File: src/source/soc_pkg.sv
//////////////////////////////
// SoC peripheral fabric package
// Memory map, bus widths, bus word types and decoder targets
//////////////////////////////

`default_nettype none

package soc_pkg;

  // Bus widths
  localparam int ADDR_WIDTH     = 32;
  localparam int DATA_WIDTH     = 64;
  localparam int STRB_WIDTH     = DATA_WIDTH / 8;
  localparam int APB_DATA_WIDTH = 32;

  typedef logic [ADDR_WIDTH-1:0]     addr_t;
  typedef logic [DATA_WIDTH-1:0]     data_t;
  typedef logic [STRB_WIDTH-1:0]     strb_t;
  typedef logic [APB_DATA_WIDTH-1:0] apb_data_t;

  //////////////////////////////
  // Memory map
  //////////////////////////////

  localparam int    L2_NUM_WORDS = 256;
  localparam int    L2_IDX_WIDTH = $clog2(L2_NUM_WORDS);
  localparam int    BYTE_OFFSET  = $clog2(STRB_WIDTH);
  localparam addr_t DRAM_BASE    = 32'h8000_0000;
  localparam addr_t L2_LENGTH    = addr_t'(L2_NUM_WORDS * STRB_WIDTH);

  localparam addr_t UART_BASE    = 32'hC000_0000;
  localparam addr_t UART_LENGTH  = 32'h0000_1000;

  localparam addr_t CTRL_BASE    = 32'hD000_0000;
  localparam addr_t CTRL_LENGTH  = 32'h0000_1000;

  // Control register offsets
  localparam addr_t CTRL_EXIT_OFFSET   = 32'h0;
  localparam addr_t CTRL_CNT_EN_OFFSET = 32'h8;

  typedef enum logic [1:0] {
    TGT_L2MEM = 2'd0,
    TGT_UART  = 2'd1,
    TGT_CTRL  = 2'd2,
    TGT_NONE  = 2'd3
  } soc_target_e;

endpackage

`default_nettype wire

File: src/source/soc_bus_if.sv
//////////////////////////////
// Request/response bus
// Decoder to target with one request in flight
//////////////////////////////

`timescale 1ns/1ps
`default_nettype none

interface soc_bus_if;

  logic           req;
  logic           we;
  soc_pkg::addr_t addr;
  soc_pkg::data_t wdata;
  soc_pkg::strb_t be;
  logic           rvalid;
  soc_pkg::data_t rdata;

  modport initiator (
    output req,
    output we,
    output addr,
    output wdata,
    output be,
    input  rvalid,
    input  rdata
  );

  modport target (
    input  req,
    input  we,
    input  addr,
    input  wdata,
    input  be,
    output rvalid,
    output rdata
  );

endinterface

`default_nettype wire

File: src/source/apb_uart_bridge.sv
//////////////////////////////
// APB bridge to the UART
// One bus request becomes one setup and access transfer
//////////////////////////////

`timescale 1ns/1ps
`default_nettype none

module apb_uart_bridge (
  input  logic               clk_i,
  input  logic               rst_i,
  soc_bus_if.target          bus_i,
  output logic               slverr_o,
  output logic               psel_o,
  output logic               penable_o,
  output logic               pwrite_o,
  output soc_pkg::addr_t     paddr_o,
  output soc_pkg::apb_data_t pwdata_o,
  input  soc_pkg::apb_data_t prdata_i,
  input  logic               pready_i,
  input  logic               pslverr_i
);

  typedef enum logic [1:0] {
    IDLE,
    SETUP,
    ACCESS,
    RESP
  } state_e;

  state_e             state_q;
  soc_pkg::addr_t     paddr_q;
  soc_pkg::apb_data_t pwdata_q;
  logic               pwrite_q;
  soc_pkg::apb_data_t prdata_q;
  logic               slverr_q;

  always_ff @(posedge clk_i) begin
    if (rst_i) begin
      state_q <= IDLE;
    end else begin
      case (state_q)
        IDLE:    if (bus_i.req) state_q <= SETUP;
        SETUP:   state_q <= ACCESS;
        // Slow pready stretches the access phase
        ACCESS:  if (pready_i) state_q <= RESP;
        default: state_q <= IDLE;
      endcase
    end
  end

  // Request capture and APB read data
  always_ff @(posedge clk_i) begin
    if (state_q == IDLE && bus_i.req) begin
      paddr_q  <= bus_i.addr - soc_pkg::UART_BASE;
      pwdata_q <= bus_i.wdata[soc_pkg::APB_DATA_WIDTH-1:0];
      pwrite_q <= bus_i.we;
    end
    if (state_q == ACCESS && pready_i) begin
      prdata_q <= prdata_i;
      slverr_q <= pslverr_i;
    end
  end

  assign psel_o    = (state_q == SETUP) || (state_q == ACCESS);
  assign penable_o = (state_q == ACCESS);
  assign pwrite_o  = pwrite_q;
  assign paddr_o   = paddr_q;
  assign pwdata_o  = pwdata_q;

  assign bus_i.rvalid = (state_q == RESP);
  assign bus_i.rdata  = soc_pkg::data_t'(prdata_q);
  assign slverr_o     = (state_q == RESP) && slverr_q;

  // Requests arrive only between transfers
  a_req_when_idle: assert property (@(posedge clk_i) disable iff (rst_i)
    bus_i.req |-> state_q == IDLE);

endmodule

`default_nettype wire

File: src/flat_wrapper.sv
// flat-port wrapper written by rule: the top's interface ports become plain ports
module apb_uart_bridge_flat 
  (clk_i, rst_i, slverr_o, psel_o, penable_o, pwrite_o, paddr_o, pwdata_o, prdata_i, pready_i, pslverr_i, bus_i_req, bus_i_we, bus_i_addr, bus_i_wdata, bus_i_be, bus_i_rvalid, bus_i_rdata);
  soc_bus_if bus_i_i ();
  input  logic clk_i;
  input  logic rst_i;
  output logic slverr_o;
  output logic psel_o;
  output logic penable_o;
  output logic pwrite_o;
  output soc_pkg::addr_t paddr_o;
  output soc_pkg::apb_data_t pwdata_o;
  input  soc_pkg::apb_data_t prdata_i;
  input  logic pready_i;
  input  logic pslverr_i;
  input wire logic [$bits(bus_i_i.req)-1:0] bus_i_req;
  input wire logic [$bits(bus_i_i.we)-1:0] bus_i_we;
  input wire logic [$bits(bus_i_i.addr)-1:0] bus_i_addr;
  input wire logic [$bits(bus_i_i.wdata)-1:0] bus_i_wdata;
  input wire logic [$bits(bus_i_i.be)-1:0] bus_i_be;
  output wire logic [$bits(bus_i_i.rvalid)-1:0] bus_i_rvalid;
  output wire logic [$bits(bus_i_i.rdata)-1:0] bus_i_rdata;
  assign bus_i_i.req = bus_i_req;
  assign bus_i_i.we = bus_i_we;
  assign bus_i_i.addr = bus_i_addr;
  assign bus_i_i.wdata = bus_i_wdata;
  assign bus_i_i.be = bus_i_be;
  assign bus_i_rvalid = bus_i_i.rvalid;
  assign bus_i_rdata = bus_i_i.rdata;
  apb_uart_bridge u_core (.clk_i(clk_i), .rst_i(rst_i), .bus_i(bus_i_i), .slverr_o(slverr_o), .psel_o(psel_o), .penable_o(penable_o), .pwrite_o(pwrite_o), .paddr_o(paddr_o), .pwdata_o(pwdata_o), .prdata_i(prdata_i), .pready_i(pready_i), .pslverr_i(pslverr_i));
endmodule
File: config.mk
export PLATFORM = sky130hd
export DESIGN_NAME = apb_uart_bridge_flat
export DESIGN_NICKNAME = d
export VERILOG_FILES = /design/src/source/soc_pkg.sv /design/src/source/soc_bus_if.sv /design/src/source/apb_uart_bridge.sv /design/src/flat_wrapper.sv
export SDC_FILE = /design/constraint.sdc
export NUM_CORES = 1
export LEC_CHECK = 0
export BUFFER_PORTS_ARGS = -buffer_cell sky130_fd_sc_hd__buf_4
export CAP_MARGIN = 20
export CORE_AREA = 2 2 108 110
export CTS_BUF_LIST = sky130_fd_sc_hd__clkbuf_16
export CTS_CLUSTER_DIAMETER = 40
export DETAILED_ROUTE_END_ITERATION = 6
export DIE_AREA = 0 0 110 112
export PLACE_DENSITY = 0.67
export REMOVE_ABC_BUFFERS = 1
export SLEW_MARGIN = 15
export SYNTH_ARGS = -nofsm -noshare
export SYNTH_HDL_FRONTEND = slang
export SYNTH_SLANG_ARGS = --single-unit
export TNS_END_PERCENT = 100
File: constraint.sdc
create_clock -name clk_i -period 1.8 [get_ports clk_i]
set_input_delay 0 -clock clk_i [delete_from_list [all_inputs] [get_ports clk_i]]
set_output_delay 0 -clock clk_i [all_outputs]
set_load 0.02 [all_outputs]
# == Word-level counts from Yosys, hierarchy flattened ==
# Cells that the tools add are included.
# totals
regBits,100
input_bits,142
out_inout_bits,133
elab_cells,21
# op_classes
add_sub_neg,1
eq_ne,5
n_mux,3
n_reduce_logical,6
# op_table
operator,n
"subtractor 32 bit, second input constant",1
one-hot mux 2 bit (3 select lines),1
"== test 2 bit, second input constant",2
two-way mux 2 bit,2
logical AND 1 bit,3
"== test 2 x 1 -> 1 bit, second input constant",1
logical NOT 2 bit,1
"inequality test 2 x 1 -> 1 bit, second input constant",1
"inequality test 2 bit, second input constant",1
AND reduction 2 bit,1
logical OR 1 bit,1

# == Logic depth before layout (Yosys ltp) ==
# Gate-level depths: netlist of the first run.
# depth
word_depth,3
ltp_mapped,5

# == Least setup slack after synthesis of the first run ==
# Ideal clock, no wire load.
# synth_timing
kind,reg2reg
startpoint,register u_core.state_q[0]
endpoint,"register u_core.prdata_q[0], enable pin"
arrival_ps,1598
required_time_ps,1407
path_slack_ps,-191
stages_incl_launch_ff,4
path_buffers,0
period_less_slack_ps,1991
path_cell_list,dfxtp_1 inv_1 ha_1 and2_1
# synth_via
elab_chain_cells,2
# synth_rtl
item,line,source
"start, declared",apb_uart_bridge.sv:31,state_e state_q;
"start signal, assigned",apb_uart_bridge.sv:40,state_q <= IDLE;
"start signal, assigned",apb_uart_bridge.sv:43,IDLE: if (bus_i.req) state_q <= SETUP;
"start signal, assigned",apb_uart_bridge.sv:44,SETUP: state_q <= ACCESS;
== test 2 bit,n/a,
net penable_o,flat_wrapper.sv:9,output logic penable_o;
logical AND 1 bit,apb_uart_bridge.sv:59,if (state_q == ACCESS && pready_i) begin
"end signal, assigned",apb_uart_bridge.sv:60,prdata_q <= prdata_i;
"end, declared",apb_uart_bridge.sv:35,soc_pkg::apb_data_t prdata_q;
# The timed path passes the listed nets, and every way through them passes these cells.
# A chain may end at the register's enable or synchronous reset.

# == Final worst setup path of the first run ==
# layout_timing
startpoint,register u_core.state_q[0]
endpoint,"register u_core.paddr_q[8] (netlist: u_core.paddr_o[8]), enable pin"
# layout_via
elab_chain_cells,2
# layout_rtl
item,line,source
logical NOT 2 bit,apb_uart_bridge.sv:54,if (state_q == IDLE && bus_i.req) begin
logical AND 1 bit,apb_uart_bridge.sv:54,
"end signal, assigned",apb_uart_bridge.sv:55,paddr_q <= bus_i.addr - soc_pkg::UART_BASE;
"end, declared",apb_uart_bridge.sv:32,soc_pkg::addr_t paddr_q;
# Every way passes these cells.

==> flow_summary.ini, run 1 <==
[worst_setup_path]
critPathLaunchType = flip-flop
timing.critical_path.arrival_ps = 1510
critical_path_class = reg -> reg
timing.critical_path.fanout_max = 34
worstSetupEndpointType = flip-flop
timing.critical_path.slowest_stage_cell = sky130_fd_sc_hd__dfxtp_1
critical_path_required_ps = 1830
cp_slowest_stage_delay_ps = 330
cp_cell_sequence = inv_1 -> ha_1 -> and2_2 -> buf_12

[sta]
finalWorstPathRequiredPeriod_ps = 1478
rsz_0062_raised_after_global_routing = no
tns_ps = 0
finalHoldViolations = 0
timing.final.crit_share_pct = 82.10
maxClockFrequency_mhz = 676.7
final-max-slew-violation-count = 0
setup_violations = 0
skew_ps = 6.513

[clock_network]
h_tree_levels = 3
path_clk_slew_ps = 60
clk_latency_ps = 340
cts_root_buf = sky130_fd_sc_hd__clkbuf_16
cts-buffers-inserted = 9
cts.sink_count = 100
cts_max_path_buffers = 2
cts_tree = built
ctsResizeCount = 0

[global_routing]
grt_first_pass_wirelength_um = 13050
grt.met2_usage_pct = 24.70
grt_antenna_before_repair = 2
grt_util_met1_pct = 14.69
first_global_vias = 2575
grt_max_degree = 35
globalRouteOverflowTotal = 0
grt_use_met3_pct = 7.611
track_usage_pct = 14.42
gr-max-usage-layer = met2

[detailed_routing]
total_detailed_routing_wirelength_um = 8916
antenna_left = 0
drt_first_iter_violations = 78
dr.pass1.iters = 3
avgRoutedWirePerCell_um = 14.43
routed_via_density = 3.896
routed-via-count = 2408
drc = 0

[synth]
yosysSeqAreaShare_pct = 88.04
synth.top_cell.area_share_pct = 86.85
synth_area_leader_cell = sky130_fd_sc_hd__edfxtp_1
ys_warn_count = 0
synth.lib_cells_used.distinct = 18
synth_area_per_cell_um2 = 22.15
synthesis.area_um2 = 3388
synth.area.top_cells = sky130_fd_sc_hd__edfxtp_1, sky130_fd_sc_hd__buf_4, sky130_fd_sc_hd__ha_1, sky130_fd_sc_hd__dfxtp_1, sky130_fd_sc_hd__nand2b_4
seq_cells_post_synth = 100
syn-instance-count = 153

[floorplan]
die-area_um2 = 12320
row_count = 39
design.core.area_um2 = 11170
die_height_um = 112
chipWidth_um = 110
initial_utilization_pct = 30.32
num_io_pins = 275

[power_and_ir_drop]
power_leakage_nw = 2.675
totalPowerFinal_mw = 7.305
worst_ir_drop_vdd_mv = 0.7417
pd_cells_nw_per_um2 = 1157

[run_status]
status = finished, final reports clean

[placement]
placed_cells_incl_taps = 501
gp_congestion = 0.6792
buffer_ports.inserted = 202
dp.final_hpwl_um = 5814

[layout]
nNetsFinal = 614
drive_above_1_share_pct = 47.36
flow.area_growth_from_synthesis_pct = 86.37
fill_cells = 846
layout.cells.non_filler = 618

[flow_run]
cap_violations = 0

[min_path]
worst_hold_path_type = in -> reg
==> placed cells by master, fill, tap and decap left out <==
| master | count |
|---|---|
| sky130_fd_sc_hd__buf_12 | 3 |
| sky130_fd_sc_hd__nand2b_4 | 1 |
| sky130_fd_sc_hd__a31o_2 | 1 |
| sky130_fd_sc_hd__nor3_1 | 1 |
| sky130_fd_sc_hd__nand2_1 | 1 |
| sky130_fd_sc_hd__nor2_1 | 1 |
| sky130_fd_sc_hd__buf_4 | 203 |
| sky130_fd_sc_hd__clkinv_1 | 2 |
| sky130_fd_sc_hd__clkbuf_16 | 9 |
| sky130_fd_sc_hd__conb_1 | 32 |
| sky130_fd_sc_hd__diode_2 | 2 |
| sky130_fd_sc_hd__a211oi_2 | 1 |
| sky130_fd_sc_hd__and2_2 | 1 |
| sky130_fd_sc_hd__dlygate4sd3_1 | 99 |
| sky130_fd_sc_hd__a211o_1 | 1 |
| sky130_fd_sc_hd__ha_1 | 4 |
| sky130_fd_sc_hd__edfxtp_1 | 98 |
| sky130_fd_sc_hd__inv_1 | 3 |
| sky130_fd_sc_hd__xor2_1 | 1 |
| sky130_fd_sc_hd__nand2b_1 | 1 |
| sky130_fd_sc_hd__clkinv_2 | 1 |
| sky130_fd_sc_hd__clkinvlp_4 | 2 |
| sky130_fd_sc_hd__dfxtp_1 | 2 |
| sky130_fd_sc_hd__bufinv_16 | 1 |
| sky130_fd_sc_hd__inv_6 | 1 |
| sky130_fd_sc_hd__and2_1 | 2 |
| sky130_fd_sc_hd__nand4b_1 | 1 |
==> metrics by stage <==
step	util [%]	cell area [um2]	hold WS [ps]	worst slack [ps]
2_1_floorplan	-	3264	98.87	-191.1
3_3_place_gp	44.99	5027	177.8	358.8
3_5_place_dp	44.99	5027	179.3	323.5
4_1_cts	56.47	6310	34.28	302.4
5_1_grt	56.51	6315	56.96	229.4
6_report	56.51	6315	52.93	322.2
==> worst max-delay path, delay by kind of cell (launching register included) <==
kind                     cells  cell delay (ps)
buffers and inverters        2              340
flip-flops                   1              330
adder cells (fa/ha/maj)      1              240
AND/OR/NAND/NOR              1              240
==> area by class of cell <==
| class | count | area, um2 | share of cell area [%] |
|---|---|---|---|
| Clock inverter | 7 | 66.31 | 1.050 |
| Antenna cell | 2 | 5.005 | 0.07925 |
| Inverter | 3 | 11.26 | 0.1783 |
| Multi-Input combinational cell | 49 | 270.3 | 4.280 |
| Timing Repair Buffer | 305 | 2575 | 40.78 |
| Sequential cell | 100 | 2983 | 47.24 |
| Clock buffer | 9 | 225.2 | 3.566 |
| Tap cell | 143 | 178.9 | 2.833 |
==> metal layers <==
metal / vias to the layer above / part of all wire [%]
met4: 0 / 1.2
li1: 1141 / -
met1: 1101 / 35
met5: - / 0
met3: 5 / 14
met2: 161 / 50
==> synthesized netlist by cell type <==
| cell | number |
|---|---|
| sky130_fd_sc_hd__edfxtp_1 | 98 |
| sky130_fd_sc_hd__nand2b_4 | 1 |
| sky130_fd_sc_hd__a211oi_2 | 1 |
| sky130_fd_sc_hd__nor2_1 | 1 |
| sky130_fd_sc_hd__nor3_1 | 1 |
| sky130_fd_sc_hd__conb_1 | 1 |
| sky130_fd_sc_hd__and2_2 | 1 |
| sky130_fd_sc_hd__nand2_1 | 1 |
| sky130_fd_sc_hd__ha_1 | 4 |
| sky130_fd_sc_hd__nand2b_1 | 1 |
| sky130_fd_sc_hd__xor2_1 | 1 |
| sky130_fd_sc_hd__nand4b_1 | 1 |
| sky130_fd_sc_hd__inv_1 | 3 |
| sky130_fd_sc_hd__dfxtp_1 | 2 |
| sky130_fd_sc_hd__a211o_1 | 1 |
| sky130_fd_sc_hd__a31o_2 | 1 |
| sky130_fd_sc_hd__buf_4 | 32 |
| sky130_fd_sc_hd__and2_1 | 2 |
==> registers in the layout, summed over array words and instances (netlist names) <==
signal and count:
u_core.paddr_o 32, u_core.prdata_q 32, u_core.pwdata_o 32, u_core.state_q 2, u_core.pwrite_o 1, u_core.slverr_q 1
==> power by group <==
| part | switching [mW] | internal (mW) | total [mW] | leakage [nW] |
|---|---|---|---|---|
| logic | 1.20 | 0.939 | 2.14 | 1.60 |
| clock network | 0.815 | 1.07 | 1.88 | 0.137 |
| registers | 0.145 | 3.14 | 3.28 | 0.934 |
| total | 2.16 | 5.15 | 7.31 | 2.68 |
==> cells by family (layout without fill, tap and decap cells) <==
| logic type | count (synthesis) | after routing | share of synthesized area (%) |
|---|---|---|---|
| simple gates | 9 | 9 | 1.809 |
| flops | 100 | 100 | 88.04 |
| other cells | 1 | 34 | 0.1107 |
| compound gates | 3 | 3 | 0.8863 |
| buf+inv | 35 | 324 | 7.422 |
| xor+xnor | 1 | 1 | 0.2585 |
| fa+ha+maj | 4 | 4 | 1.477 |
==> what timing repair did <==
item                                   CTS  global route
endpoints found under the hold margin   99             0
buffers inserted                         0             0
hold buffers                            99             0
==> path summary, 6_finish.rpt <==
path                                                      from                             end  slack, ps  cells after the start
worst max-delay path            u_core.state_q[0]$_SDFFE_PP0P_     u_core.paddr_o[8]$_DFFE_PP_        320                      4
worst min-delay path                                 bus_i_req  u_core.state_q[0]$_SDFFE_PP0P_         50                      3
worst max register to register  u_core.state_q[0]$_SDFFE_PP0P_     u_core.paddr_o[8]$_DFFE_PP_        320                      4
worst min register to register  u_core.state_q[1]$_SDFFE_PP0P_  u_core.state_q[1]$_SDFFE_PP0P_        650                      3
(Power assumes the default switching activity.)
==> run 2: changes to the inputs <==
Settings changed: ABC_AREA set to 1, CORE_AREA 2 2 108 110 to 2 2 105 107, DIE_AREA 0 0 110 112 to 0 0 107 109.
Clock period 1.8 ns to 1.48 ns, I/O delays scaled along.
==> run 2 against run 1 <==
Power increased by 20%. Clock skew decreased by 1.5 ps. Cell count increased by 0.81%. Utilization increased by 2.7 points.
==> flow_summary.ini, run 2 <==
[run_status]
status = finished, final reports clean

[floorplan]
die_height_um = 109
initial_utilization_pct = 31.92
num_io_pins = 275
row_count = 38
design.core.area_um2 = 10600
chipWidth_um = 107
die-area_um2 = 11660

[power_and_ir_drop]
p_sw_mw = 2.625
worst_ir_drop_vdd_mv = 0.7333
combinationalPowerShare_pct = 30.3
pd_cells_nw_per_um2 = 1390
internal-power_mw = 6.107
totalPowerFinal_mw = 8.732
register_share_of_total_power_pct = 45.7
power_frac_clock_pct = 24.0
switching_share_pct = 30.06
power_leakage_nw = 2.715

[worst_setup_path]
cp_cell_sequence = inv_1 -> ha_1 -> nand2_1 -> inv_2 -> buf_12
top_family_by_delay_on_critical_path = buffers and inverters
worst-path-buf-inv = 3
worst-r2r-setup-slack_ps = 140
critical_path_class = reg -> reg
worst_reg_to_reg_cells = 5
timing.critical_path.slowest_stage_cell = sky130_fd_sc_hd__dfxtp_1
critical_path_depth = 5
critPathLaunchType = flip-flop
timing.critical_path.fanout_max = 38
critical_path_required_ps = 1500
timing.critical_path.arrival_ps = 1360
cp_slowest_stage_delay_ps = 330
worstSetupEndpointType = flip-flop

[sta]
maxClockFrequency_mhz = 747.3
timing.final.crit_share_pct = 90.42
final-max-slew-violation-count = 0
finalWorstPathRequiredPeriod_ps = 1338
final_worst_hold_slack_ps = 66.82
finalHoldViolations = 0
setup_violations = 0
rsz_0062_raised_after_global_routing = no
skew_ps = 5.037
tns_ps = 0
setup_slack_ps = 141.9

[synth]
post_synth_fa_ha_maj_area_fraction_pct = 1.479
synth_area_per_cell_um2 = 20.76
synth_area_leader_cell = sky130_fd_sc_hd__edfxtp_1
synth-edff-count = 98
synth_area_in_xor_xnor_pct = 0.2588
synthesis.area_um2 = 3384
synth_simple_gate_area_share_pct = 1.922
yosys.cell_count.top_type = sky130_fd_sc_hd__edfxtp_1
seq_cells_post_synth = 100
synthTopCellsByCount = sky130_fd_sc_hd__edfxtp_1, sky130_fd_sc_hd__buf_4, sky130_fd_sc_hd__inv_1
synthArstFlopShare_pct = 0
synth.lib_cells_used.distinct = 10
synth.mux.area_fraction_pct = 0
yosysSeqAreaShare_pct = 88.13
compound_gate_fraction_of_synth_area_pct = 0
synth.top_cell.area_share_pct = 86.95
most_frequently_used_flop_master_after_synthesis = sky130_fd_sc_hd__edfxtp_1
syn-instance-count = 163
ys_warn_count = 0
synth.area.top_cells = sky130_fd_sc_hd__edfxtp_1, sky130_fd_sc_hd__buf_4, sky130_fd_sc_hd__ha_1, sky130_fd_sc_hd__dfxtp_1, sky130_fd_sc_hd__inv_1
synth_top_family_by_area = buffers and inverters

[detailed_routing]
antenna_left = 0
routed-via-count = 2424
dr.pass1.iters = 4
routed_via_density = 3.891
drc = 0
avgRoutedWirePerCell_um = 13.94
total_detailed_routing_wirelength_um = 8684
drt_first_iter_violations = 81

[clock_network]
cts_root_buf = sky130_fd_sc_hd__clkbuf_16
ctsResizeCount = 0
post_cts_hold_buffer_count = 99
cts_max_path_buffers = 2
clk_latency_ps = 330
post_cts_buffers = 0
path_clk_slew_ps = 60
cts-buffers-inserted = 9
cts.sink_count = 100
cts_tree = built
h_tree_levels = 3

[global_routing]
grt_max_degree = 39
track_usage_pct = 14.72
first_global_vias = 2554
globalRouteOverflowTotal = 0
grt_antenna_before_repair = 0
grt_first_pass_wirelength_um = 12560

[layout]
final_cell_mix = sky130_fd_sc_hd__buf_4, sky130_fd_sc_hd__dlygate4sd3_1, sky130_fd_sc_hd__edfxtp_1
final_util_pct = 59.23
layout_commonest_cell = sky130_fd_sc_hd__buf_4
layout.cells.non_filler = 623
nNetsFinal = 624
postLayoutCellArea_um2 = 6280
antenna-diode-count = 0
flow.area_growth_from_synthesis_pct = 85.55
drive_above_1_share_pct = 45.96

[placement]
buffer_ports.inserted = 202
place_area_um2 = 5020
pre_cts_ws_ps = 138.7
gp_congestion = 0.7200
placed_cells_incl_taps = 508
dp.final_hpwl_um = 5459

[flow_run]
cap_violations = 0

[min_path]
worst_hold_path_type = in -> reg
min_delay_path_depth = 6
run 2: worst paths after layout:
path,start,endpoint
worst min register to register,u_core.state_q[0]$_SDFFE_PP0P_,u_core.state_q[0]$_SDFFE_PP0P_
worst max register to register,u_core.state_q[0]$_SDFFE_PP0P_,u_core.paddr_o[8]$_DFFE_PP_
worst min-delay path,pready_i,u_core.state_q[1]$_SDFFE_PP0P_
worst max-delay path,u_core.state_q[0]$_SDFFE_PP0P_,u_core.paddr_o[8]$_DFFE_PP_
run 2: cell type report:
type | count | area (um2)
fill | 767 | 4323
sequential | 100 | 2983
timing repair buffer | 305 | 2575
multi-input combinational | 53 | 244.0
clock buffer | 9 | 225.2
tap | 140 | 175.2
clock inverter | 7 | 43.79
inverter | 9 | 33.78
run 2: per-layer routing:
metal | vias up | track usage (%) | share of wire, %
met2 | 162 | 25.84 | 51
met5 | - | 0 | 0
met1 | 1099 | 15.69 | 36
li1 | 1151 | - | -
met4 | 0 | 7.328 | 1.9
met3 | 12 | 5.380 | 11
run 2: worst register-to-register path, stage by stage, from the launching register on:
cell                      delay [ps]
sky130_fd_sc_hd__dfxtp_1         330
sky130_fd_sc_hd__inv_1           100
sky130_fd_sc_hd__ha_1            190
sky130_fd_sc_hd__nand2_1          70
sky130_fd_sc_hd__inv_2           100
sky130_fd_sc_hd__buf_12          220
run 2: kinds of logic (layout without fill, tap and decap cells):
family        after synthesis  after routing
flops                     100            100
other cells                 1             32
buf+inv                    41            330
fa+ha+maj                   4              4
simple gates               16             16
xor+xnor                    1              1
run 2: power by group through the flow:
stage / clock [mW] / combinational (mW) / sequential (mW)
after global routing: 2.28 / 2.83 / 4.04
after floorplan: 0 / 0.594 / 4.67
after detailed placement: 0 / 2.44 / 4.05
final: 2.10 / 2.65 / 3.99
after CTS: 2.18 / 2.66 / 3.99
after global placement: 0 / 2.44 / 4.03
