### src/source/soc_pkg.sv
//////////////////////////////
// SoC peripheral fabric package
// Memory map, bus widths, bus word types and decoder targets
//////////////////////////////

`default_nettype none

package soc_pkg;

  // Bus widths
  localparam int ADDR_WIDTH     = 32;
  localparam int DATA_WIDTH     = 64;
  localparam int STRB_WIDTH     = DATA_WIDTH / 8;
  localparam int APB_DATA_WIDTH = 32;

  typedef logic [ADDR_WIDTH-1:0]     addr_t;
  typedef logic [DATA_WIDTH-1:0]     data_t;
  typedef logic [STRB_WIDTH-1:0]     strb_t;
  typedef logic [APB_DATA_WIDTH-1:0] apb_data_t;

  //////////////////////////////
  // Memory map
  //////////////////////////////

  localparam int    L2_NUM_WORDS = 256;
  localparam int    L2_IDX_WIDTH = $clog2(L2_NUM_WORDS);
  localparam int    BYTE_OFFSET  = $clog2(STRB_WIDTH);
  localparam addr_t DRAM_BASE    = 32'h8000_0000;
  localparam addr_t L2_LENGTH    = addr_t'(L2_NUM_WORDS * STRB_WIDTH);

  localparam addr_t UART_BASE    = 32'hC000_0000;
  localparam addr_t UART_LENGTH  = 32'h0000_1000;

  localparam addr_t CTRL_BASE    = 32'hD000_0000;
  localparam addr_t CTRL_LENGTH  = 32'h0000_1000;

  // Control register offsets
  localparam addr_t CTRL_EXIT_OFFSET   = 32'h0;
  localparam addr_t CTRL_CNT_EN_OFFSET = 32'h8;

  typedef enum logic [1:0] {
    TGT_L2MEM = 2'd0,
    TGT_UART  = 2'd1,
    TGT_CTRL  = 2'd2,
    TGT_NONE  = 2'd3
  } soc_target_e;

endpackage

`default_nettype wire

### src/source/soc_bus_if.sv
//////////////////////////////
// Request/response bus
// Decoder to target with one request in flight
//////////////////////////////

`timescale 1ns/1ps
`default_nettype none

interface soc_bus_if;

  logic           req;
  logic           we;
  soc_pkg::addr_t addr;
  soc_pkg::data_t wdata;
  soc_pkg::strb_t be;
  logic           rvalid;
  soc_pkg::data_t rdata;

  modport initiator (
    output req,
    output we,
    output addr,
    output wdata,
    output be,
    input  rvalid,
    input  rdata
  );

  modport target (
    input  req,
    input  we,
    input  addr,
    input  wdata,
    input  be,
    output rvalid,
    output rdata
  );

endinterface

`default_nettype wire

### src/source/ctrl_regs.sv
//////////////////////////////
// Control registers
// Exit code and hardware counter enable
//////////////////////////////

`timescale 1ns/1ps
`default_nettype none

module ctrl_regs (
  input  logic           clk_i,
  input  logic           rst_i,
  soc_bus_if.target      bus_i,
  output soc_pkg::data_t exit_o,
  output soc_pkg::data_t hw_cnt_en_o
);

  soc_pkg::addr_t offset;
  logic           is_exit;
  logic           is_cnt_en;
  soc_pkg::data_t exit_q;
  soc_pkg::data_t cnt_en_q;
  soc_pkg::data_t rdata_q;
  logic           rvalid_q;

  assign offset    = bus_i.addr - soc_pkg::CTRL_BASE;
  assign is_exit   = (offset == soc_pkg::CTRL_EXIT_OFFSET);
  assign is_cnt_en = (offset == soc_pkg::CTRL_CNT_EN_OFFSET);

  always_ff @(posedge clk_i) begin
    if (rst_i) begin
      exit_q   <= '0;
      cnt_en_q <= '0;
      rvalid_q <= 1'b0;
    end else begin
      rvalid_q <= bus_i.req;
      if (bus_i.req && bus_i.we) begin
        for (int b = 0; b < soc_pkg::STRB_WIDTH; b++) begin
          if (bus_i.be[b] && is_exit) begin
            exit_q[8*b +: 8] <= bus_i.wdata[8*b +: 8];
          end
          if (bus_i.be[b] && is_cnt_en) begin
            cnt_en_q[8*b +: 8] <= bus_i.wdata[8*b +: 8];
          end
        end
      end
    end
  end

  // Unused offsets read as zero
  always_ff @(posedge clk_i) begin
    if (bus_i.req) begin
      if (is_exit) begin
        rdata_q <= exit_q;
      end else if (is_cnt_en) begin
        rdata_q <= cnt_en_q;
      end else begin
        rdata_q <= '0;
      end
    end
  end

  assign bus_i.rvalid = rvalid_q;
  assign bus_i.rdata  = rdata_q;
  assign exit_o       = exit_q;
  assign hw_cnt_en_o  = cnt_en_q;

endmodule

`default_nettype wire

### src/flat_wrapper.sv
// flat-port wrapper written by rule: the top's interface ports become plain ports
module ctrl_regs_flat 
  (clk_i, rst_i, exit_o, hw_cnt_en_o, bus_i_req, bus_i_we, bus_i_addr, bus_i_wdata, bus_i_be, bus_i_rvalid, bus_i_rdata);
  soc_bus_if bus_i_i ();
  input  logic clk_i;
  input  logic rst_i;
  output soc_pkg::data_t exit_o;
  output soc_pkg::data_t hw_cnt_en_o;
  input wire logic [$bits(bus_i_i.req)-1:0] bus_i_req;
  input wire logic [$bits(bus_i_i.we)-1:0] bus_i_we;
  input wire logic [$bits(bus_i_i.addr)-1:0] bus_i_addr;
  input wire logic [$bits(bus_i_i.wdata)-1:0] bus_i_wdata;
  input wire logic [$bits(bus_i_i.be)-1:0] bus_i_be;
  output wire logic [$bits(bus_i_i.rvalid)-1:0] bus_i_rvalid;
  output wire logic [$bits(bus_i_i.rdata)-1:0] bus_i_rdata;
  assign bus_i_i.req = bus_i_req;
  assign bus_i_i.we = bus_i_we;
  assign bus_i_i.addr = bus_i_addr;
  assign bus_i_i.wdata = bus_i_wdata;
  assign bus_i_i.be = bus_i_be;
  assign bus_i_rvalid = bus_i_i.rvalid;
  assign bus_i_rdata = bus_i_i.rdata;
  ctrl_regs u_core (.clk_i(clk_i), .rst_i(rst_i), .bus_i(bus_i_i), .exit_o(exit_o), .hw_cnt_en_o(hw_cnt_en_o));
endmodule
### config.mk
export PLATFORM = sky130hd
export DESIGN_NAME = ctrl_regs_flat
export DESIGN_NICKNAME = d
export VERILOG_FILES = /design/src/source/soc_pkg.sv /design/src/source/soc_bus_if.sv /design/src/source/ctrl_regs.sv /design/src/flat_wrapper.sv
export SDC_FILE = /design/constraint.sdc
export NUM_CORES = 1
export LEC_CHECK = 0
export BUFFER_PORTS_ARGS = -buffer_cell sky130_fd_sc_hd__clkbuf_2
export CAP_MARGIN = 20
export CORE_UTILIZATION = 30
export DETAILED_ROUTE_END_ITERATION = 12
export SLEW_MARGIN = 20
export SYNTH_ARGS = -nofsm -noshare
export SYNTH_HDL_FRONTEND = slang
export SYNTH_SLANG_ARGS = --single-unit
export TNS_END_PERCENT = 50
### constraint.sdc
create_clock -name clk_i -period 5.5 [get_ports clk_i]
set_input_delay 0.825 -clock clk_i [delete_from_list [all_inputs] [get_ports clk_i]]
set_output_delay 0.825 -clock clk_i [all_outputs]
set_load 0.005 [all_outputs]
Word level (Yosys, flattened, before mapping)
Cells that the tools add are included.

Register bits after elaboration: 193. Bits in latches: 0. Bits in writable memories: 0. ROM bits: 0. Bits of input ports: 108. Output and inout port bits: 193. Logic and storage cells: 56. Memories kept: 0.

Add/subtract/negate cells: 1. $mul: 0. Divide/modulo/power cells: 0. Magnitude comparators: 0. Equality and inequality tests: 1. Shifts and indexed selects: 0. Mux-type cells: 2. Bitwise gates (word level): 0. Reductions and logical operators: 34.

Operator list (count): $mux 64 (2); $eq 32x4->1 const B (1); $logic_not 32->1 (1); $reduce_and 2->1 (16); $sub 32x32->32 const B (1); $logic_and 1x1->1 (17).

Longest topological paths before layout
Gate-level depths: netlist (run 1).

Word-level depth: 4. Mapped depth: 7. Depth with buffers taken out: 4.

Worst setup path after synthesis (run 1)
No wires, ideal clock.

Path kind: input to register. From: in bus_i_addr[22]. To: reg u_core.rdata_q[10] (netlist: u_core.bus_i.rdata[10]) (data pin). Library setup time: 0.140 ns. Data arrival time: 2.480 ns. Data required time: 5.360 ns. Setup slack: 2.880 ns. Stages: 7. Buffers on the path: 3. Cell sequence: nor4_2 -> nand4_4 -> buf_8 -> or2_2 -> buf_2 -> buf_1 -> nor2_1.

Cells in the longest elaborated chain, start to end: 4. Elaborated cells between the ends (all ways): 5. Classes of those cells: add/sub (1); eq/ne (1); mux (2); reduce/logical (1).

RTL lines: from (decl) (line flat_wrapper.sv:11) `input wire logic [$bits(bus_i_i.addr)-1:0] bus_i_addr;`; $sub 32x32->32 (*) (line ctrl_regs.sv:25) `assign offset = bus_i.addr - soc_pkg::CTRL_BASE;`; $eq 32x4->1 (line ctrl_regs.sv:27) `assign is_cnt_en = (offset == soc_pkg::CTRL_CNT_EN_OFFSET);`; $mux 64 (line ctrl_regs.sv:54) `end else if (is_cnt_en) begin`; $mux 64 (*) (line ctrl_regs.sv:52) `if (is_exit) begin`; to (signal assigned) (line ctrl_regs.sv:53) `rdata_q <= exit_q;`; to (signal assigned) (line ctrl_regs.sv:55) `rdata_q <= cnt_en_q;`; to (decl) (line ctrl_regs.sv:22) `soc_pkg::data_t rdata_q;`.

Mark *: on every way between the ends. The rest lies on a longest branch, timed or not. A chain may end at the register's enable or synchronous reset.

Worst setup path after layout (run 1)
From: in bus_i_addr[15]. To: reg u_core.rdata_q[48] (netlist: u_core.bus_i.rdata[48]) (data pin).

The elaborated chain is that of the path after synthesis.

==> results of run 1 <==
==> cell usage after synthesis <==
library cell	n	area share
and4bb_2	1	0.0015
buf_1	6	0.0026
buf_2	1	0.00058
buf_6	1	0.0013
buf_8	1	0.0017
clkbuf_1	30	0.013
dfxtp_1	129	0.30
edfxtp_1	64	0.22
inv_1	1	0.00044
mux2i_1	192	0.22
nand2_1	8	0.0035
nand2_2	1	0.00073
nand2b_1	192	0.14
nand3_1	1	0.00058
nand4_4	2	0.0050
nor2_1	64	0.028
nor2b_1	1	0.00073
nor3_1	1	0.00058
nor4_2	4	0.0058
nor4_4	17	0.042
nor4b_4	1	0.0028
or2_2	1	0.00073
==> critical path, delay by kind of cell <==
family,cells,cell delay (ns)
buffers and inverters,2,0.50
and+or+nand+nor,4,2.06
==> cells in the final DEF (no fill, tap or decap), drive strengths merged <==
cell,Yosys,final
clkbuf,30,319
nand4,2,2
nor4b,1,1
nand2b,192,192
buf,9,7
inv,1,7
clkinvlp,0,2
mux2i,192,192
diode,0,2
nand2,9,9
clkinv,0,2
dfxtp,129,129
or2,1,1
nor2,64,64
and4bb,1,1
nor3,1,1
nand3,1,1
nor4,21,21
edfxtp,64,64
nor2b,1,1
==> cell families (layout without fill, tap and decap cells) <==
family	after synthesis	in the layout	synth area share
flip-flops	193	193	0.525
buffers and inverters	40	337	0.0198
AND/OR/NAND/NOR	294	294	0.232
other	0	2	0
multiplexers	192	192	0.224
==> cell type report <==
class                   count  area (um^2)  share of cell area
clock buffers              22          508              0.0461
inverters                   1         3.75            0.000340
flip-flops and latches    193         4500               0.408
clock inverters            10         82.6             0.00749
diodes                      2         5.00            0.000454
well taps                 378          473              0.0429
multi-input cells         486         3910               0.355
repair buffers            304         1540               0.140
==> routing by layer <==
metal	up-vias	GRT usage
met5	-	0
met4	0	0.0497
met1	2871	0.198
li1	3040	-
met2	195	0.248
met3	14	0.0481
==> power by group <==
group | internal, mW | switching [mW] | leakage [nW]
registers | 1.49 | 0.00762 | 1.65
logic | 0.0840 | 0.0947 | 2.46
clock network | 0.672 | 0.599 | 0.284
total | 2.25 | 0.701 | 4.39
==> registers in the layout, indices dropped and copies added, names as in the netlist <==
| signal | cells |
|---|---|
| u_core.bus_i.rdata | 64 |
| u_core.exit_o | 64 |
| u_core.hw_cnt_en_o | 64 |
| u_core.bus_i.rvalid | 1 |
==> worst paths after layout <==
| check | from | to | cells after the start |
|---|---|---|---|
| worst max register to register | u_core.hw_cnt_en_o[61]$_SDFFE_PP0P_ | u_core.bus_i.rdata[61]$_DFFE_PP_ | 2 |
| worst max-delay path | bus_i_addr[15] | u_core.bus_i.rdata[48]$_DFFE_PP_ | 6 |
| worst min register to register | u_core.exit_o[9]$_SDFFE_PP0P_ | u_core.exit_o[9]$_SDFFE_PP0P_ | 2 |
| worst min-delay path | u_core.exit_o[9]$_SDFFE_PP0P_ | u_core.exit_o[9]$_SDFFE_PP0P_ | 2 |
==> through the flow <==
| step | setup WS [ns] | instances | utilization | total power, mW |
|---|---|---|---|---|
| floorplan | 2.88 | 719 | - | 1.62 |
| global placement | 1.96 | 1362 | 0.373 | 1.71 |
| detailed placement | 1.82 | 1362 | 0.373 | 1.72 |
| CTS | 2.29 | 1394 | 0.395 | 2.99 |
| global route | 2.18 | 1394 | 0.395 | 3.05 |
| finish | 2.35 | 1396 | 0.395 | 2.95 |
==> flow_summary.ini, run 1 <==
[critical_path]
max_stage_delay_ns = 0.84
cp-end-kind = flip-flop
r2r_setup_slack_ns = 4.61
worstPathRequired_ns = 5.78
arrival_ns = 3.43
critPathKind = input pin to flip-flop
crit_fanout = 33
crit_path_start_kind = input pin
crit_slowest_cell = or2_2
crit_chain = clkbuf_2 -> nor4_2 -> nand4_4 -> or2_2 -> buf_4 -> nor2_1

[timing]
worst_pin_slew_ns = 0.879
maxSlewViolCount = 0
worst_clock_skew_ns = 0.0121
finalCritPeriodShare = 0.573
hold_viol = 0
finalSetupViolCount = 0
finalSetupTns_ns = 0
rsz0062_at_grt = no
fmax_mhz = 318
whs_ns = 0.491
slew_headroom = 0.410
layout_min_cycle_time_ns = 3.15

[power]
ir_worst_vdd_mv = 0.164
p_leak_nw = 4.39
power-per-cell-area_nw_per_um2 = 267

[floorplan]
ioPinCount = 301
fp.dieH_um = 171
initial_core_util = 0.307
die_w_um = 171
die_area_um2 = 29300
core_region_area_um2 = 27900
num_rows = 61

[synth]
synth_area_um2 = 8590
synth_area_per_cell_um2 = 11.9
ys_ff_latch = 193
syn_nets = 827
syn_inst = 719
yosys_warnings = 0
synth_cell_type_count = 22
seq_area_frac_synth = 0.525

[placed_design]
gp_congestion = 0.738
dpl.hpwl_um = 16300
dpl_cell_area_um2 = 10400
port_buffers = 300

[route]
routed_wirelength_um = 22800
wl_met1_um = 10400
num_vias = 6120
drtPass1Iterations = 4
routed-wl-met3_um = 1510
wl_per_cell_um = 16.4
ant_nets = 0
drc_errors = 0
routed-wl-met2_um = 10600
routed_via_density = 4.38
drt-initial-drc-count = 216
top_layer_used = met4

[finish]
fin_nets = 1111
final_cell_area_um2 = 11000
fillerInstances = 2774
area_delta_synth_final_pct = 28.4
drive_gt1_frac = 0.355

[clock_tree]
clockRootBuffer = clkbuf_16
insertion_delay_ns = 0.44
cts_buffer_depth = 2
cts_setup_buffers = 0
tritoncts = done
ctsResizeCount = 0
cts-htree-levels = 4
path_clk_slew_ns = 0.07
holdBufCountCts = 0
cts-buffers-inserted = 17
clock_sinks = 193

[global_routing]
grt_max_degree = 102
grt_pass1_wl_um = 34200
grt_pass1_vias = 6009
grt_overflow_total = 0
antenna_found_initial = 2
grt.total_usage = 0.155

[job]
maxCapViolCount = 0

[run_status]
outcome = finished clean

[min_path]
hold_class = flip-flop to flip-flop
Note: power is estimated with default switching activity, not from simulation.
==> inputs of run 2 (changes only) <==
==> constraint.sdc (replaced) <==
create_clock -name clk_i -period 3.1 [get_ports clk_i]
set_input_delay 0.465 -clock clk_i [delete_from_list [all_inputs] [get_ports clk_i]]
set_output_delay 0.465 -clock clk_i [all_outputs]
set_load 0.005 [all_outputs]
==> run 2 against run 1 <==
Compared with the run above: combinational power increased by 80%; design area increased by 1.6%; clock power increased by 81%; worst setup slack got worse by 1.3 ns; non-clock buffer count increased by 18; sequential power increased by 77%; global-route usage decreased by 0.098 points; critical endpoint is now u_core.hw_cnt_en_o[7]$_SDFFE_PP0P_; highest routed layer unchanged.
==> flow_summary.ini, run 2 (synthesized netlist as in run 1, its figures left out) <==
[run_status]
outcome = finished clean

[clock_tree]
cts_buffer_depth = 2
holdBufCountCts = 0
clock_sinks = 193
insertion_delay_ns = 0.42
cts_setup_buffers = 0
clockRootBuffer = clkbuf_16
tritoncts = done
cts-htree-levels = 4
cts-buffers-inserted = 17
ctsResizeCount = 0
path_clk_slew_ns = 0.08

[finish]
drive_gt1_frac = 0.367
finish.utilization = 0.401
most-common-layout-cells = clkbuf_2 (297), mux2i_1 (192), nand2b_1 (192), dfxtp_1 (129)
area_delta_synth_final_pct = 30.4
fin_nets = 1129
final_common_cell = clkbuf_2

[global_routing]
use_met2 = 0.258
antenna_found_initial = 2
grt_max_degree = 91
grt_pass1_vias = 6262
grt_pass1_wl_um = 34600
grt.total_usage = 0.154
use_met1 = 0.197
grt_overflow_total = 0
top_usage_layer = met2
met3_usage = 0.0428

[placed_design]
dpl.hpwl_um = 16500
gp_congestion = 0.736
port_buffers = 300

[critical_path]
critPathKind = input pin to flip-flop
r2r_setup_slack_ns = 2.25
arrival_ns = 2.44
r2r_cells = 2
crit_fanout = 10
worstReg2RegStart = u_core.hw_cnt_en_o[61]$_SDFFE_PP0P_
crit_path_start_kind = input pin
cp-end-kind = flip-flop
worstReg2RegEnd = u_core.bus_i.rdata[61]$_DFFE_PP_
worstPathRequired_ns = 3.45

[route]
wl_per_cell_um = 16.1
drtPass1Iterations = 4
drc_errors = 0
drt-initial-drc-count = 296
ant_nets = 0
routed_wirelength_um = 22800
routed_via_density = 4.42
num_vias = 6248

[timing]
worst_clock_skew_ns = 0.0127
worst_pin_slew_ns = 0.753
finalSetupTns_ns = 0
rsz0062_at_grt = no
hold_viol = 0
fmax_mhz = 478
slew_headroom = 0.494
finalCritPeriodShare = 0.675
finalSetupViolCount = 0
layout_min_cycle_time_ns = 2.09
maxSlewViolCount = 0

[power]
power-per-cell-area_nw_per_um2 = 471
p_leak_nw = 4.50
ir_worst_vdd_mv = 0.307

[floorplan]
die_area_um2 = 29300
fp.dieH_um = 171
die_w_um = 171
ioPinCount = 301
num_rows = 61
initial_core_util = 0.307
core_region_area_um2 = 27900

[min_path]
holdPathEnd = u_core.hw_cnt_en_o[34]$_SDFFE_PP0P_
hold_class = input pin to flip-flop
min_delay_path_depth = 3
min-delay-start = bus_i_wdata[34]

[job]
maxCapViolCount = 0
==> run 2: cell types whose count changed in the layout (fill, tap and decap cells not counted), sizes merged <==
cell	previous run	this run
clkbuf	319	316
buf	7	25
bufinv	0	2
clkinv	2	4
clkinvlp	2	1
==> run 2: worst max-delay path by stage <==
stage,start,to
after floorplan,bus_i_addr[22],u_core.bus_i.rdata[10]$_DFFE_PP_
after global placement,bus_i_addr[15],u_core.exit_o[1]$_SDFFE_PP0P_
after detailed placement,bus_i_addr[15],u_core.hw_cnt_en_o[20]$_SDFFE_PP0P_
after CTS,bus_i_addr[15],u_core.exit_o[16]$_SDFFE_PP0P_
after global routing,bus_i_addr[15],u_core.hw_cnt_en_o[12]$_SDFFE_PP0P_
final,bus_i_addr[15],u_core.hw_cnt_en_o[7]$_SDFFE_PP0P_
==> run 2: layout make-up <==
type	count	area (um^2)
tap	378	473
antenna	2	5.00
sequential	193	4500
timing repair buffer	322	1700
clock buffer	19	433
clock inverter	13	170
inverter	1	3.75
fill	2777	16700
multi-input combinational	486	3910
==> run 2: metal layers <==
layer,routed length (um),part of all wire
met4,228,0.010
met5,0,0
met1,10500,0.46
met2,10700,0.47
met3,1320,0.058
==> run 2: metrics by stage <==
stage / setup WS [ns] / cell area (um^2) / cells / hold WS [ns] / power (mW)
floorplan: 0.840 / 8590 / 719 / 0.477 / 2.87
global placement: 0.579 / 10600 / 1380 / 0.475 / 3.04
detailed placement: 0.526 / 10600 / 1380 / 0.483 / 3.05
CTS: 0.978 / 11200 / 1412 / 0.290 / 5.35
global route: 0.928 / 11200 / 1413 / 0.303 / 5.48
finish: 1.01 / 11200 / 1414 / 0.304 / 5.28
==> run 2: power breakdown <==
group	switching (mW)	internal [mW]	total, mW	leakage (nW)
sequential	0.0123	2.65	2.66	1.65
combinational	0.170	0.153	0.323	2.56
clock	1.07	1.23	2.30	0.291
total	1.25	4.03	5.28	4.50
==> run 2: critical path, stage by stage <==
cell	delay [ns]
clkbuf_2	0.09
nor4_2	0.44
nand4_4	0.20
buf_4	0.27
nor4_4	0.71
mux2i_1	0.26
==> inputs of run 3 (changes only) <==
==> constraint.sdc (replaced) <==
create_clock -name clk_i -period 1.9 [get_ports clk_i]
set_input_delay 0.285 -clock clk_i [delete_from_list [all_inputs] [get_ports clk_i]]
set_output_delay 0.285 -clock clk_i [all_outputs]
set_load 0.005 [all_outputs]
==> run 3 against run 2 <==
Compared with the run above: sequential power is 63% higher; clock skew down 0.0036 ns; combinational power grew 70%; first-iteration DRC count shrank 11%; worst setup slack worse by 0.66 ns; total power is 58% higher; sequential cell count is the same; register-to-register slack worse by 1.2 ns; clock-buffer cell count unchanged; die area unchanged; largest cell class unchanged.
==> flow_summary.ini, run 3 (synthesized netlist as in run 1, its figures left out) <==
[clock_tree]
clock_sinks = 193
cts_setup_buffers = 0
insertion_delay_ns = 0.42
cts-htree-levels = 4
tritoncts = done
holdBufCountCts = 0
path_clk_slew_ns = 0.08
ctsResizeCount = 0
cts_buffer_depth = 2
clockRootBuffer = clkbuf_16
cts-buffers-inserted = 17

[finish]
final_cell_count_no_fill = 1431
drive_gt1_frac = 0.379
area_delta_synth_final_pct = 34.6
fin_nets = 1147
final_common_cell = clkbuf_2
most-common-layout-cells = clkbuf_2 (297), mux2i_1 (192), nand2b_1 (192), dfxtp_1 (129)

[critical_path]
crit_top_cell = nor4_4
max_stage_delay_ns = 0.31
worstReg2RegEnd = u_core.bus_i.rdata[48]$_DFFE_PP_
crit_slowest_cell = nor4_4
crit_path_start_kind = input pin
r2r_setup_slack_ns = 1.10
critPathLaunch = bus_i_addr[7]
cp-end-kind = flip-flop
crit_fanout = 8
arrival_ns = 1.90
cpLargestDelayFamily = simple AND/OR/NAND/NOR gates
r2r_cells = 2
crit_chain = clkbuf_2 -> nor4_4 -> nand4_4 -> buf_4 -> nor4_4 -> buf_12 -> mux2i_1
critPathCapture = u_core.exit_o[55]$_SDFFE_PP0P_
crit_cells = 7
path_buf_inv = 3
worstPathRequired_ns = 2.25
worstReg2RegStart = u_core.hw_cnt_en_o[48]$_SDFFE_PP0P_
critPathKind = input pin to flip-flop

[route]
num_vias = 6234
wl_per_cell_um = 15.7
drtPass1Iterations = 4
routed_via_density = 4.36
ant_nets = 0
routed_wirelength_um = 22500
drc_errors = 0
drt-initial-drc-count = 263

[power]
p_total_mw = 8.35
ir_worst_vdd_mv = 0.388
p_leak_nw = 4.65
power-per-cell-area_nw_per_um2 = 723

[floorplan]
initial_core_util = 0.307
core_region_area_um2 = 27900
die_area_um2 = 29300
num_rows = 61
fp.dieH_um = 171
ioPinCount = 301
die_w_um = 171

[placed_design]
gp_congestion = 0.750
dp.cells = 1398
port_buffers = 300
dpl.hpwl_um = 16500

[timing]
rsz0062_at_grt = no
layout_min_cycle_time_ns = 1.55
slew_headroom = 0.674
maxSlewViolCount = 0
finalCritPeriodShare = 0.817
finalSetupViolCount = 0
worst_clock_skew_ns = 0.00901
fmax_mhz = 644
worst_pin_slew_ns = 0.489
hold_viol = 0

[run_status]
outcome = finished clean

[global_routing]
grt_pass1_wl_um = 34700
grt_pass1_vias = 6339
grt_max_degree = 99
antenna_found_initial = 0
grt.total_usage = 0.153
grt_overflow_total = 0

[min_path]
hold_class = input pin to flip-flop

[job]
maxCapViolCount = 0
[run 3: layout make-up]
type,instances,area (um^2)
well taps,378,473
flip-flops and latches,193,4500
repair buffers,340,2060
diodes,1,2.50
clock buffers,19,443
fillers,2737,16400
inverters,1,3.75
clock inverters,13,119
multi-input cells,486,3950
[run 3: report_power, final]
group	internal (mW)	switching (mW)	total, mW
sequential	4.32	0.0202	4.34
clock	1.77	1.69	3.46
combinational	0.264	0.286	0.550
total	6.35	2.00	8.35
[run 3: worst reg2reg max path, delay by kind of cell, from the launching register on]
family | cells | cell delay [ns]
flip-flops | 1 | 0.34
AND/OR/NAND/NOR | 1 | 0.06
multiplexers | 1 | 0.17
[run 3: worst min path at each step]
stage / startpoint / end / slack [ns] / depth (start not counted)
floorplan: bus_i_req / u_core.bus_i.rdata[0]$_DFFE_PP_ / 0.40 / 0
finish: bus_i_wdata[33] / u_core.hw_cnt_en_o[33]$_SDFFE_PP0P_ / 0.13 / 3
global placement: u_core.hw_cnt_en_o[33]$_SDFFE_PP0P_ / u_core.hw_cnt_en_o[33]$_SDFFE_PP0P_ / 0.47 / 2
detailed placement: u_core.exit_o[39]$_SDFFE_PP0P_ / u_core.exit_o[39]$_SDFFE_PP0P_ / 0.48 / 2
global route: bus_i_wdata[24] / u_core.hw_cnt_en_o[24]$_SDFFE_PP0P_ / 0.12 / 3
CTS: bus_i_wdata[8] / u_core.hw_cnt_en_o[8]$_SDFFE_PP0P_ / 0.10 / 3
[run 3: per-stage QoR]
| step | util | setup slack (ns) | TNS (ns) | area [um^2] | hold WS, ns |
|---|---|---|---|---|---|
| 2_1_floorplan | - | -0.112 | -10.80 | 8690 | 0.397 |
| 3_3_place_gp | 0.394 | -0.0767 | -6.84 | 11000 | 0.474 |
| 3_5_place_dp | 0.394 | -0.124 | -10.0 | 11000 | 0.479 |
| 4_1_cts | 0.414 | 0.322 | 0 | 11600 | 0.104 |
| 5_1_grt | 0.414 | 0.249 | 0 | 11600 | 0.115 |
| 6_report | 0.414 | 0.348 | 0 | 11600 | 0.128 |
[run 3: layer usage]
layer / wire length [um] / up-vias / GRT usage
li1: - / 3108 / -
met1: 10100 / 2923 / 0.197
met2: 10700 / 189 / 0.253
met3: 1370 / 14 / 0.0419
met4: 207 / 0 / 0.0365
met5: 0 / - / 0
